File: config.mk
export PLATFORM = sky130hd
export DESIGN_NAME = hps_io
export DESIGN_NICKNAME = d
export VERILOG_FILES = /design/src/hps_bus_pkg.sv /design/src/fio_pkg.sv /design/src/uio_cmd_decoder.sv /design/src/file_downloader.sv /design/src/ps2_keyboard_tx.sv /design/src/hps_io.sv
export SDC_FILE = /design/constraint.sdc
export NUM_CORES = 1
export LEC_CHECK = 0
export BUFFER_PORTS_ARGS = -buffer_cell sky130_fd_sc_hd__buf_2
export CAP_MARGIN = 20
export CELL_PAD_IN_SITES_DETAIL_PLACEMENT = 1
export CELL_PAD_IN_SITES_GLOBAL_PLACEMENT = 1
export CORE_ASPECT_RATIO = 0.9
export CORE_UTILIZATION = 45
export CTS_BUF_LIST = sky130_fd_sc_hd__clkbuf_8
export CTS_CLUSTER_DIAMETER = 30
export DETAILED_ROUTE_END_ITERATION = 7
export GPL_TIMING_DRIVEN = 0
export PLACE_DENSITY_LB_ADDON = 0.1
export RECOVER_POWER = 25
export SLEW_MARGIN = 10
export SYNTH_ARGS = -nofsm -noshare
export SYNTH_HDL_FRONTEND = slang
export SYNTH_SLANG_ARGS = --single-unit
File: constraint.sdc
create_clock -name clk_sys -period 4.6 [get_ports clk_sys]
set_input_delay 0.69 -clock clk_sys [delete_from_list [all_inputs] [get_ports clk_sys]]
set_output_delay 0.69 -clock clk_sys [all_outputs]
set_load 0.005 [all_outputs]
File: src/hps_bus_pkg.sv
// host bus package: word, count and keyboard types plus the user-io command codes

package hps_bus_pkg;

	//////////////////////////////////////////////////////////////////////
	// bus and register types
	//////////////////////////////////////////////////////////////////////

	// one word on the host bus
	typedef logic [15:0] bus_word_t;

	// byte address into the configuration string port
	typedef logic [9:0] cfg_addr_t;

	// keyboard scan byte as sent by the host
	typedef logic [7:0] ps2_byte_t;

	// up to 32 buttons per joystick
	typedef logic [31:0] joystick_t;

	// core status word, written in four 16-bit quarters
	typedef logic [63:0] status_t;

	// key event: [7:0] code, [8] extended, [9] pressed, [10] toggles per event
	typedef logic [10:0] ps2_key_t;

	//////////////////////////////////////////////////////////////////////
	// user-io command codes
	//////////////////////////////////////////////////////////////////////

	localparam bus_word_t cmd_cfg        = 16'h0001;
	localparam bus_word_t cmd_joy0       = 16'h0002;
	localparam bus_word_t cmd_joy1       = 16'h0003;
	localparam bus_word_t cmd_kbd        = 16'h0005;
	localparam bus_word_t cmd_conf_str   = 16'h0014;
	localparam bus_word_t cmd_status     = 16'h001e;
	localparam bus_word_t cmd_status_set = 16'h0029;

	// leads the status-set reply, the request counter follows it
	localparam logic [3:0] status_set_tag = 4'ha;

endpackage

File: src/fio_pkg.sv
// file channel package: download command codes and ioctl address, index and extension types

package fio_pkg;

	// byte address of the download target
	typedef logic [26:0] ioctl_addr_t;

	// menu index the file was picked from
	typedef logic [15:0] ioctl_index_t;

	// file extension, first word in the high half
	typedef logic [31:0] file_ext_t;

	//////////////////////////////////////////////////////////////////////
	// file channel commands
	//////////////////////////////////////////////////////////////////////

	// start or stop, with an optional start address
	localparam logic [15:0] fio_file_tx     = 16'h0053;
	// one data byte per word
	localparam logic [15:0] fio_file_tx_dat = 16'h0054;
	localparam logic [15:0] fio_file_index  = 16'h0055;
	localparam logic [15:0] fio_file_info   = 16'h0056;

endpackage

File: src/uio_cmd_decoder.sv
// user-io command decoder: configuration, joysticks, status, config string and key events
`timescale 1ns/1ns

module uio_cmd_decoder #(
	parameter int str_len = 16
) (
	input  logic                   clk_sys,
	input  logic                   reset,
	input  logic                   io_strobe,
	input  logic                   io_enable,
	input  hps_bus_pkg::bus_word_t io_din,
	input  logic [7:0]             cfg_dout,
	input  hps_bus_pkg::status_t   status_in,
	input  logic                   status_set,
	output hps_bus_pkg::bus_word_t io_dout,
	output hps_bus_pkg::cfg_addr_t cfg_addr,
	output logic [1:0]             buttons,
	output logic                   forced_scandoubler,
	output hps_bus_pkg::joystick_t joystick_0,
	output hps_bus_pkg::joystick_t joystick_1,
	output hps_bus_pkg::status_t   status,
	output hps_bus_pkg::ps2_key_t  ps2_key,
	output hps_bus_pkg::ps2_byte_t kbd_byte,
	output logic                   kbd_we
);
	import hps_bus_pkg::*;

	// word counter wide enough for the string and the longest transfers
	localparam int cnt_w = $clog2((512 > str_len + 1) ? 512 : str_len + 1);

	typedef logic [cnt_w-1:0] byte_cnt_t;

	bus_word_t   cmd;
	byte_cnt_t   byte_cnt;
	bus_word_t   cfg;
	logic [1:0]  quarter;
	logic        quad_arg;

	// status-set request tracking
	logic        old_status_set;
	logic [3:0]  set_cnt;
	status_t     status_req;

	// keyboard history, newest byte in the low bits
	logic [31:0] kbd_raw;
	logic        kbd_skip;
	logic        pressed;
	logic        extended;
	logic [9:0]  key_bits;

	assign cfg_addr           = cfg_addr_t'(byte_cnt);
	assign buttons            = cfg[1:0];
	assign forced_scandoubler = cfg[4];

	// argument words 1 to 4 map onto the 16-bit quarters of a status word
	assign quarter  = 2'(byte_cnt - 1'b1);
	assign quad_arg = (byte_cnt < byte_cnt_t'(5));

	assign pressed  = (kbd_raw[15:8] != 8'hf0);
	// a release puts F0 between the E0 prefix and the code
	assign extended = pressed ? (kbd_raw[15:8] == 8'he0) : (kbd_raw[23:16] == 8'he0);

	always_comb begin
		key_bits = {pressed, extended, kbd_raw[7:0]};
		case (kbd_raw)
			// print screen press and release, pause press
			32'he012e07c: key_bits = 10'h37c;
			32'h7ce0f012: key_bits = 10'h17c;
			32'hf014f077: key_bits = 10'h377;
			default: ;
		endcase
	end

	//////////////////////////////////////////////////////////////////////
	// status-set edge detection
	//////////////////////////////////////////////////////////////////////

	always_ff @(posedge clk_sys) begin
		if (reset) begin
			old_status_set <= 1'b0;
			set_cnt        <= '0;
		end else begin
			old_status_set <= status_set;
			if (status_set && !old_status_set) begin
				set_cnt    <= set_cnt + 1'b1;
				status_req <= status_in;
			end
		end
	end

	//////////////////////////////////////////////////////////////////////
	// command and argument handling
	//////////////////////////////////////////////////////////////////////

	always_ff @(posedge clk_sys) begin
		kbd_we <= 1'b0;
		if (reset) begin
			cmd        <= '0;
			byte_cnt   <= '0;
			io_dout    <= '0;
			kbd_skip   <= 1'b0;
			cfg        <= '0;
			joystick_0 <= '0;
			joystick_1 <= '0;
			status     <= '0;
			ps2_key    <= '0;
		end else if (!io_enable) begin
			// transaction over, publish the key event once
			if (cmd == cmd_kbd && !kbd_skip) begin
				ps2_key <= {~ps2_key[10], key_bits};
			end
			cmd      <= '0;
			byte_cnt <= '0;
			io_dout  <= '0;
			kbd_skip <= 1'b0;
		end else if (io_strobe) begin
			io_dout <= '0;
			if (!(&byte_cnt)) begin
				byte_cnt <= byte_cnt + 1'b1;
			end

			if (byte_cnt == '0) begin
				cmd <= io_din;
				if (io_din == cmd_status_set) begin
					io_dout <= bus_word_t'({status_set_tag, set_cnt});
				end
				if (io_din == cmd_kbd) begin
					kbd_raw <= '0;
				end
			end else begin
				case (cmd)
					cmd_cfg: cfg <= io_din;

					cmd_joy0: begin
						if (byte_cnt == byte_cnt_t'(1)) begin
							joystick_0[15:0] <= io_din;
						end else if (byte_cnt == byte_cnt_t'(2)) begin
							joystick_0[31:16] <= io_din;
						end
					end

					cmd_joy1: begin
						if (byte_cnt == byte_cnt_t'(1)) begin
							joystick_1[15:0] <= io_din;
						end else if (byte_cnt == byte_cnt_t'(2)) begin
							joystick_1[31:16] <= io_din;
						end
					end

					cmd_kbd: begin
						// all ones in the high byte marks a skip
						if (&io_din[15:8]) begin
							kbd_skip <= 1'b1;
						end else if (!kbd_skip) begin
							kbd_raw  <= {kbd_raw[23:0], io_din[7:0]};
							kbd_byte <= io_din[7:0];
							kbd_we   <= 1'b1;
						end
					end

					// string byte comes back through the async port
					cmd_conf_str: begin
						if (byte_cnt <= byte_cnt_t'(str_len)) begin
							io_dout[7:0] <= cfg_dout;
						end
					end

					cmd_status: begin
						if (quad_arg) begin
							status[{quarter, 4'b0000} +: 16] <= io_din;
						end
					end

					cmd_status_set: begin
						if (quad_arg) begin
							io_dout <= status_req[{quarter, 4'b0000} +: 16];
						end
					end

					default: ;
				endcase
			end
		end
	end

endmodule

File: src/file_downloader.sv
// file channel decoder: download strobes, running address, data, index and extension
`timescale 1ns/1ns

module file_downloader (
	input  logic                   clk_sys,
	input  logic                   reset,
	input  logic                   io_strobe,
	input  logic                   fp_enable,
	input  hps_bus_pkg::bus_word_t io_din,
	output logic                   ioctl_download,
	output logic                   ioctl_wr,
	output fio_pkg::ioctl_addr_t   ioctl_addr,
	output logic [7:0]             ioctl_dout,
	output fio_pkg::ioctl_index_t  ioctl_index,
	output fio_pkg::file_ext_t     ioctl_file_ext
);
	import hps_bus_pkg::*;
	import fio_pkg::*;

	bus_word_t   cmd;
	logic        has_cmd;
	// argument number, stops at 3
	logic [1:0]  cnt;
	ioctl_addr_t addr;
	// one-stage delay in front of ioctl_wr
	logic        wr;

	always_ff @(posedge clk_sys) begin
		ioctl_wr <= wr;
		wr       <= 1'b0;
		if (reset) begin
			has_cmd        <= 1'b0;
			cnt            <= '0;
			ioctl_download <= 1'b0;
			ioctl_wr       <= 1'b0;
			wr             <= 1'b0;
		end else if (!fp_enable) begin
			has_cmd <= 1'b0;
		end else if (io_strobe) begin
			if (!has_cmd) begin
				cmd     <= io_din;
				has_cmd <= 1'b1;
				cnt     <= '0;
			end else begin
				if (cnt != 2'd3) begin
					cnt <= cnt + 1'b1;
				end
				case (cmd)
					fio_file_info: begin
						if (cnt == 2'd0) begin
							ioctl_file_ext[31:16] <= io_din;
						end else if (cnt == 2'd1) begin
							ioctl_file_ext[15:0] <= io_din;
						end
					end

					fio_file_index: ioctl_index <= io_din;

					fio_file_tx: begin
						case (cnt)
							2'd0: begin
								if (io_din[7:0] != 8'h00) begin
									addr           <= '0;
									ioctl_download <= 1'b1;
								end else begin
									if (ioctl_download) begin
										ioctl_addr <= addr;
									end
									ioctl_download <= 1'b0;
								end
							end
							// optional start address, low half first
							2'd1: begin
								ioctl_addr[15:0] <= io_din;
								addr[15:0]       <= io_din;
							end
							2'd2: begin
								ioctl_addr[26:16] <= io_din[10:0];
								addr[26:16]       <= io_din[10:0];
							end
							default: ;
						endcase
					end

					fio_file_tx_dat: begin
						if (ioctl_download) begin
							ioctl_addr <= addr;
							ioctl_dout <= io_din[7:0];
							wr         <= 1'b1;
							addr       <= addr + 1'b1;
						end
					end

					default: ;
				endcase
			end
		end
	end

endmodule

File: src/ps2_keyboard_tx.sv
// PS/2 keyboard transmitter: clock divider, byte FIFO and device-to-host frame FSM
`timescale 1ns/1ns

module ps2_keyboard_tx #(
	parameter int ps2_div   = 2000,
	parameter int fifo_bits = 5
) (
	input  logic                   clk_sys,
	input  logic                   reset,
	input  hps_bus_pkg::ps2_byte_t kbd_byte,
	input  logic                   kbd_we,
	output logic                   ps2_kbd_clk_out,
	output logic                   ps2_kbd_data_out
);
	import hps_bus_pkg::*;

	localparam int div_w = $clog2(ps2_div + 1);

	typedef enum logic [1:0] {
		st_idle,
		st_data,
		st_parity,
		st_stop
	} tx_state_t;

	logic [div_w-1:0]     div_cnt;
	logic                 clk_ps2;
	logic                 div_end;
	logic                 ps2_rise;
	logic                 ps2_fall;

	ps2_byte_t            fifo_mem [2**fifo_bits];
	logic [fifo_bits-1:0] wptr;
	logic [fifo_bits-1:0] rptr;
	logic                 fifo_empty;

	tx_state_t            state;
	ps2_byte_t            tx_byte;
	logic [2:0]           bit_cnt;
	logic                 parity;
	// idle edges left before a frame may start
	logic [1:0]           timeout;

	//////////////////////////////////////////////////////////////////////
	// ps/2 clock divider
	//////////////////////////////////////////////////////////////////////

	assign div_end  = (div_cnt == div_w'(ps2_div - 1));
	assign ps2_rise = div_end && !clk_ps2;
	assign ps2_fall = div_end && clk_ps2;

	always_ff @(posedge clk_sys) begin
		if (reset) begin
			div_cnt <= '0;
			clk_ps2 <= 1'b0;
		end else if (div_end) begin
			div_cnt <= '0;
			clk_ps2 <= ~clk_ps2;
		end else begin
			div_cnt <= div_cnt + 1'b1;
		end
	end

	//////////////////////////////////////////////////////////////////////
	// byte FIFO, overflow overwrites the oldest entries
	//////////////////////////////////////////////////////////////////////

	assign fifo_empty = (wptr == rptr);

	always_ff @(posedge clk_sys) begin
		if (kbd_we) begin
			fifo_mem[wptr] <= kbd_byte;
		end
	end

	//////////////////////////////////////////////////////////////////////
	// frame FSM, data moves on the rising edge of the divided clock
	//////////////////////////////////////////////////////////////////////

	always_ff @(posedge clk_sys) begin
		if (reset) begin
			wptr             <= '0;
			rptr             <= '0;
			state            <= st_idle;
			bit_cnt          <= '0;
			timeout          <= 2'd3;
			ps2_kbd_clk_out  <= 1'b1;
			ps2_kbd_data_out <= 1'b1;
		end else begin
			if (kbd_we) begin
				wptr <= wptr + 1'b1;
			end

			if (ps2_rise) begin
				ps2_kbd_clk_out <= 1'b1;
				case (state)
					st_idle: begin
						if (!fifo_empty) begin
							timeout <= timeout - 1'b1;
							if (timeout == 2'd0) begin
								tx_byte          <= fifo_mem[rptr];
								rptr             <= rptr + 1'b1;
								parity           <= 1'b1;
								bit_cnt          <= '0;
								// start bit
								ps2_kbd_data_out <= 1'b0;
								state            <= st_data;
							end
						end
					end

					st_data: begin
						ps2_kbd_data_out <= tx_byte[0];
						tx_byte          <= {1'b0, tx_byte[7:1]};
						parity           <= parity ^ tx_byte[0];
						bit_cnt          <= bit_cnt + 1'b1;
						if (bit_cnt == 3'd7) begin
							state <= st_parity;
						end
					end

					// odd parity, bit_cnt has wrapped back to zero here
					st_parity: begin
						ps2_kbd_data_out <= parity;
						state            <= st_stop;
					end

					// drive the stop bit, then hold it for one more clock pulse
					st_stop: begin
						if (bit_cnt == 3'd0) begin
							ps2_kbd_data_out <= 1'b1;
							bit_cnt          <= 3'd1;
						end else begin
							state <= st_idle;
						end
					end

					default: state <= st_idle;
				endcase
			end

			// clock pulses low only while a frame is on the line
			if (ps2_fall) begin
				ps2_kbd_clk_out <= (state == st_idle);
			end
		end
	end

endmodule

File: src/hps_io.sv
// host bus bridge top level: user-io decoder, file downloader and PS/2 keyboard
`timescale 1ns/1ns

module hps_io #(
	parameter int str_len   = 16,
	parameter int ps2_div   = 2000,
	parameter int fifo_bits = 5
) (
	input  logic                   clk_sys,
	input  logic                   reset,
	input  logic                   io_strobe,
	input  logic                   io_enable,
	input  logic                   fp_enable,
	input  hps_bus_pkg::bus_word_t io_din,
	output hps_bus_pkg::bus_word_t io_dout,
	output hps_bus_pkg::cfg_addr_t cfg_addr,
	input  logic [7:0]             cfg_dout,
	output logic [1:0]             buttons,
	output logic                   forced_scandoubler,
	output hps_bus_pkg::joystick_t joystick_0,
	output hps_bus_pkg::joystick_t joystick_1,
	output hps_bus_pkg::status_t   status,
	input  hps_bus_pkg::status_t   status_in,
	input  logic                   status_set,
	output hps_bus_pkg::ps2_key_t  ps2_key,
	output logic                   ps2_kbd_clk_out,
	output logic                   ps2_kbd_data_out,
	output logic                   ioctl_download,
	output logic                   ioctl_wr,
	output fio_pkg::ioctl_addr_t   ioctl_addr,
	output logic [7:0]             ioctl_dout,
	output fio_pkg::ioctl_index_t  ioctl_index,
	output fio_pkg::file_ext_t     ioctl_file_ext
);
	import hps_bus_pkg::*;

	// keyboard bytes from the decoder to the PS/2 transmitter
	ps2_byte_t kbd_byte;
	logic      kbd_we;

	uio_cmd_decoder #(
		.str_len(str_len)
	) i_uio (
		.clk_sys            (clk_sys),
		.reset              (reset),
		.io_strobe          (io_strobe),
		.io_enable          (io_enable),
		.io_din             (io_din),
		.cfg_dout           (cfg_dout),
		.status_in          (status_in),
		.status_set         (status_set),
		.io_dout            (io_dout),
		.cfg_addr           (cfg_addr),
		.buttons            (buttons),
		.forced_scandoubler (forced_scandoubler),
		.joystick_0         (joystick_0),
		.joystick_1         (joystick_1),
		.status             (status),
		.ps2_key            (ps2_key),
		.kbd_byte           (kbd_byte),
		.kbd_we             (kbd_we)
	);

	file_downloader i_fio (
		.clk_sys        (clk_sys),
		.reset          (reset),
		.io_strobe      (io_strobe),
		.fp_enable      (fp_enable),
		.io_din         (io_din),
		.ioctl_download (ioctl_download),
		.ioctl_wr       (ioctl_wr),
		.ioctl_addr     (ioctl_addr),
		.ioctl_dout     (ioctl_dout),
		.ioctl_index    (ioctl_index),
		.ioctl_file_ext (ioctl_file_ext)
	);

	ps2_keyboard_tx #(
		.ps2_div   (ps2_div),
		.fifo_bits (fifo_bits)
	) i_kbd (
		.clk_sys          (clk_sys),
		.reset            (reset),
		.kbd_byte         (kbd_byte),
		.kbd_we           (kbd_we),
		.ps2_kbd_clk_out  (ps2_kbd_clk_out),
		.ps2_kbd_data_out (ps2_kbd_data_out)
	);

endmodule

==> impl_results.md <==
* Die height at 244 um
* Initial Utilization at 45.6%
* Commonest cells in the netlist: edfxtp_1 (495), nand2_1 (319), dfxtp_1 (232), mux2i_1 (123), nor2_1 (108)
* Max_cap viols at 0
* Synth Net Count at 2,246
* Clk_skew at 0.0323 ns
* Layout cell share with drive strength beyond 1 at 29.3%
* CTS buffer count at 151
* WL met3 at 5.79 mm
* GRT Util Overall at 26.7%
* Crit end category: register
* Synthesized area per cell at 13.8 um2
* Hold Crit Class: input port to register
* Crit-path slowest cell: a41o_2
* Post-synthesis register bit count at 727
* Worst-case clock buffer depth at 3
* Critical Path RT at 4.99 ns
* Reg2Reg Depth at 8
* Total power at 14.6 mW
* Final hold violations at 0
* Post-synth ARST share at 0%
* Critical path type: register to register
* Yosys warnings at 0
* R2r setup slk at 1.23 ns
* Top cell type's share of synthesized area at 50.8%
* Mapped Area at 29,300 um2
* Area Growth Syn to Fin at 21.8%
* Least-Margin Pin Slew at 1.23 ns
* Max incr delay on CP at 0.63 ns
* Final period util at 73.2%
* Post_cts resized at 0
* RR Startpoint: i_uio.byte_cnt[0]
* Metal2 WL at 42.9 mm
* RR Endpoint: i_uio.kbd_raw[22]
* Row count at 88
* I/O pin total at 349
* Layout net count at 2,768
* 1st-pass router iterations at 5
* H-tree depth at 4
* Drt wl/cell at 24.4 um
* CP Cell Sequence: inv_1 -> ha_1 -> or3b_2 -> nor3b_1 -> nor3_1 -> nor4b_2 -> buf_4 -> a41o_2
* CTS tree: built
* Critical Path Sink: i_uio.kbd_raw[22]
* Largest net degree at the start of global routing at 33
* Clock root cell: clkbuf_8
* Top Metal Used: met5
* Routed vias/inst at 5.45
* CP Launch Point: i_uio.byte_cnt[0]
* Dpl hpwl at 61.6 mm
* Maximum clock rate at 297 MHz
* Initial antenna violation count at 7
* Post-CTS Setup Inserts at 0
* Total vias in the final route at 19,800
* Synth top area cells: edfxtp_1 (51%), dfxtp_1 (16%), mux4_2 (6.3%)
* RSZ-0062 raised after global routing: false
* IO Port Bufs at 345
* Fillers at 6,531
* Clk Latency, worst-skew pair at 0.79 ns
* Worst Hold Launch: status_in[61]
* Cell Count Post-Placement at 3,341
* First-pass GRT wire length at 131 mm
* Post-route ant nets at 0
* Slew headroom at 18.2%
* Non-Filler Instances at 3,631
* GRT overflow at 0
* Placed inst area at 32,400 um2
* Final WL at 88.4 mm
* Die footprint at 66,100 um2
* Post-synth EDFFs at 495
* Sequential fraction of the synthesis area at 66.6%
* CTS Sinks at 727
* Vias in the first global route at 21,000
* Pwr per Cell Area at 411 nW/um2
* Count of pins over their slew limit at 0
* Largest area contributor in the netlist: edfxtp_1
* DRC violations left at 0
* Status: finished clean
* Post-route cell area at 35,700 um2
* Lkg Pwr at 13.1 nW
* DRT iter0 DRCs at 1,311
* Mapped Cells at 2,125
* Max VDD drop at 322 uV
* Crit path max fanout at 32
* Gpl congestion at 0.823
* # hold bufs at CTS at 0
* Leading register cell type out of synthesis: edfxtp_1
* Arrival time worst endpoint at 3.76 ns
* Final Util at 55.5%
* Fin crit period at 3.37 ns
* Placeable Area at 64,200 um2
* Synth cell types at 66
* Final Setup Violations at 0
* DRT met1 WL at 37.0 mm
* Clk slew on worst S/H paths at 0.06 ns
* Top-count cell post-synth: edfxtp_1
* Startpoint types: register
* Die X at 271 um
## how the worst min path moves through the flow
stage / cells past startpoint / to
detailed placement: 1 / i_kbd.div_cnt[0]
global route: 1 / i_uio.status_req[60]
CTS: 1 / i_uio.status_req[61]
global placement: 1 / i_kbd.div_cnt[0]
finish: 1 / i_uio.status_req[61]
floorplan: 1 / i_kbd.div_cnt[0]
## critical path: cells and delay by family (launching register included)
family	cells	cell delay (ns)
compound gates	1	0.63
fa+ha+maj	1	0.29
buf+inv	2	0.43
flops	1	0.52
simple gates	4	1.06
## final cells by class
class                   instances  area [um2]  area share [%]
plain buffers                 125         604            1.69
inverters                      29         109           0.305
diodes                          2        5.00          0.0140
flip-flops and latches        727       19500            54.7
clock buffers                 165        2270            6.37
multi-input cells            1244        9170            25.7
clock inverters               115        1000            2.81
repair buffers                369        1920            5.40
well taps                     855        1070            3.00
## metrics by stage
stage          setup TNS (ns)  hold WS, ns  worst slack [ns]
6_report                    0       0.0699              1.23
5_1_grt                     0       0.0347              1.00
4_1_cts                     0      0.00194              1.23
3_5_place_dp                0        0.439             0.991
3_3_place_gp           -88.22        0.426             -1.03
2_1_floorplan               0        0.413             0.228
## logic make-up after synthesis
group / share of synthesized area (%)
fa+ha+maj: 1.15
buf+inv: 2.44
simple gates: 12.3
xor+xnor: 1.68
mux: 10.6
flops: 66.6
other cells: 0.0128
compound gates: 5.15
## placed cells by master (no fill, tap or decap), types with 58 or more instances in the layout
master and n:
buf_2 350, clkbuf_1 110, nand2_1 319, dfxtp_1 232
mux2i_1 123, edfxtp_1 495, clkbuf_8 165, inv_1 70
nor2_1 108, o21ai_0 68, nor2b_1 58, mux4_2 82
## state kept, by name (all words and copies together), names as in the netlist, 11 cells and up, named ones only
name / cells
i_fio.ioctl_file_ext: 32
i_uio.joystick_1: 32
i_kbd.fifo_mem: 256
i_fio.addr: 27
i_uio.ps2_key: 11
i_kbd.div_cnt: 11
i_uio.kbd_raw: 32
i_uio.status: 64
i_fio.ioctl_index: 16
i_uio.joystick_0: 32
i_fio.ioctl_addr: 27
i_uio.status_req: 64
i_fio.cmd: 16
i_uio.cmd: 16
i_uio.io_dout: 16
## power breakdown
part	internal (mW)	switching, mW
clock network	4.30	2.99
registers	6.97	0.0186
logic	0.111	0.260
## per-layer routing
| layer | vias up | track usage [%] |
|---|---|---|
| met3 | 171 | 7.50 |
| li1 | 8934 | - |
| met5 | - | 0 |
| met4 | 8 | 10.9 |
| met1 | 10100 | 33.9 |
| met2 | 574 | 43.2 |
No activity file was read; power rests on OpenSTA's default activity.
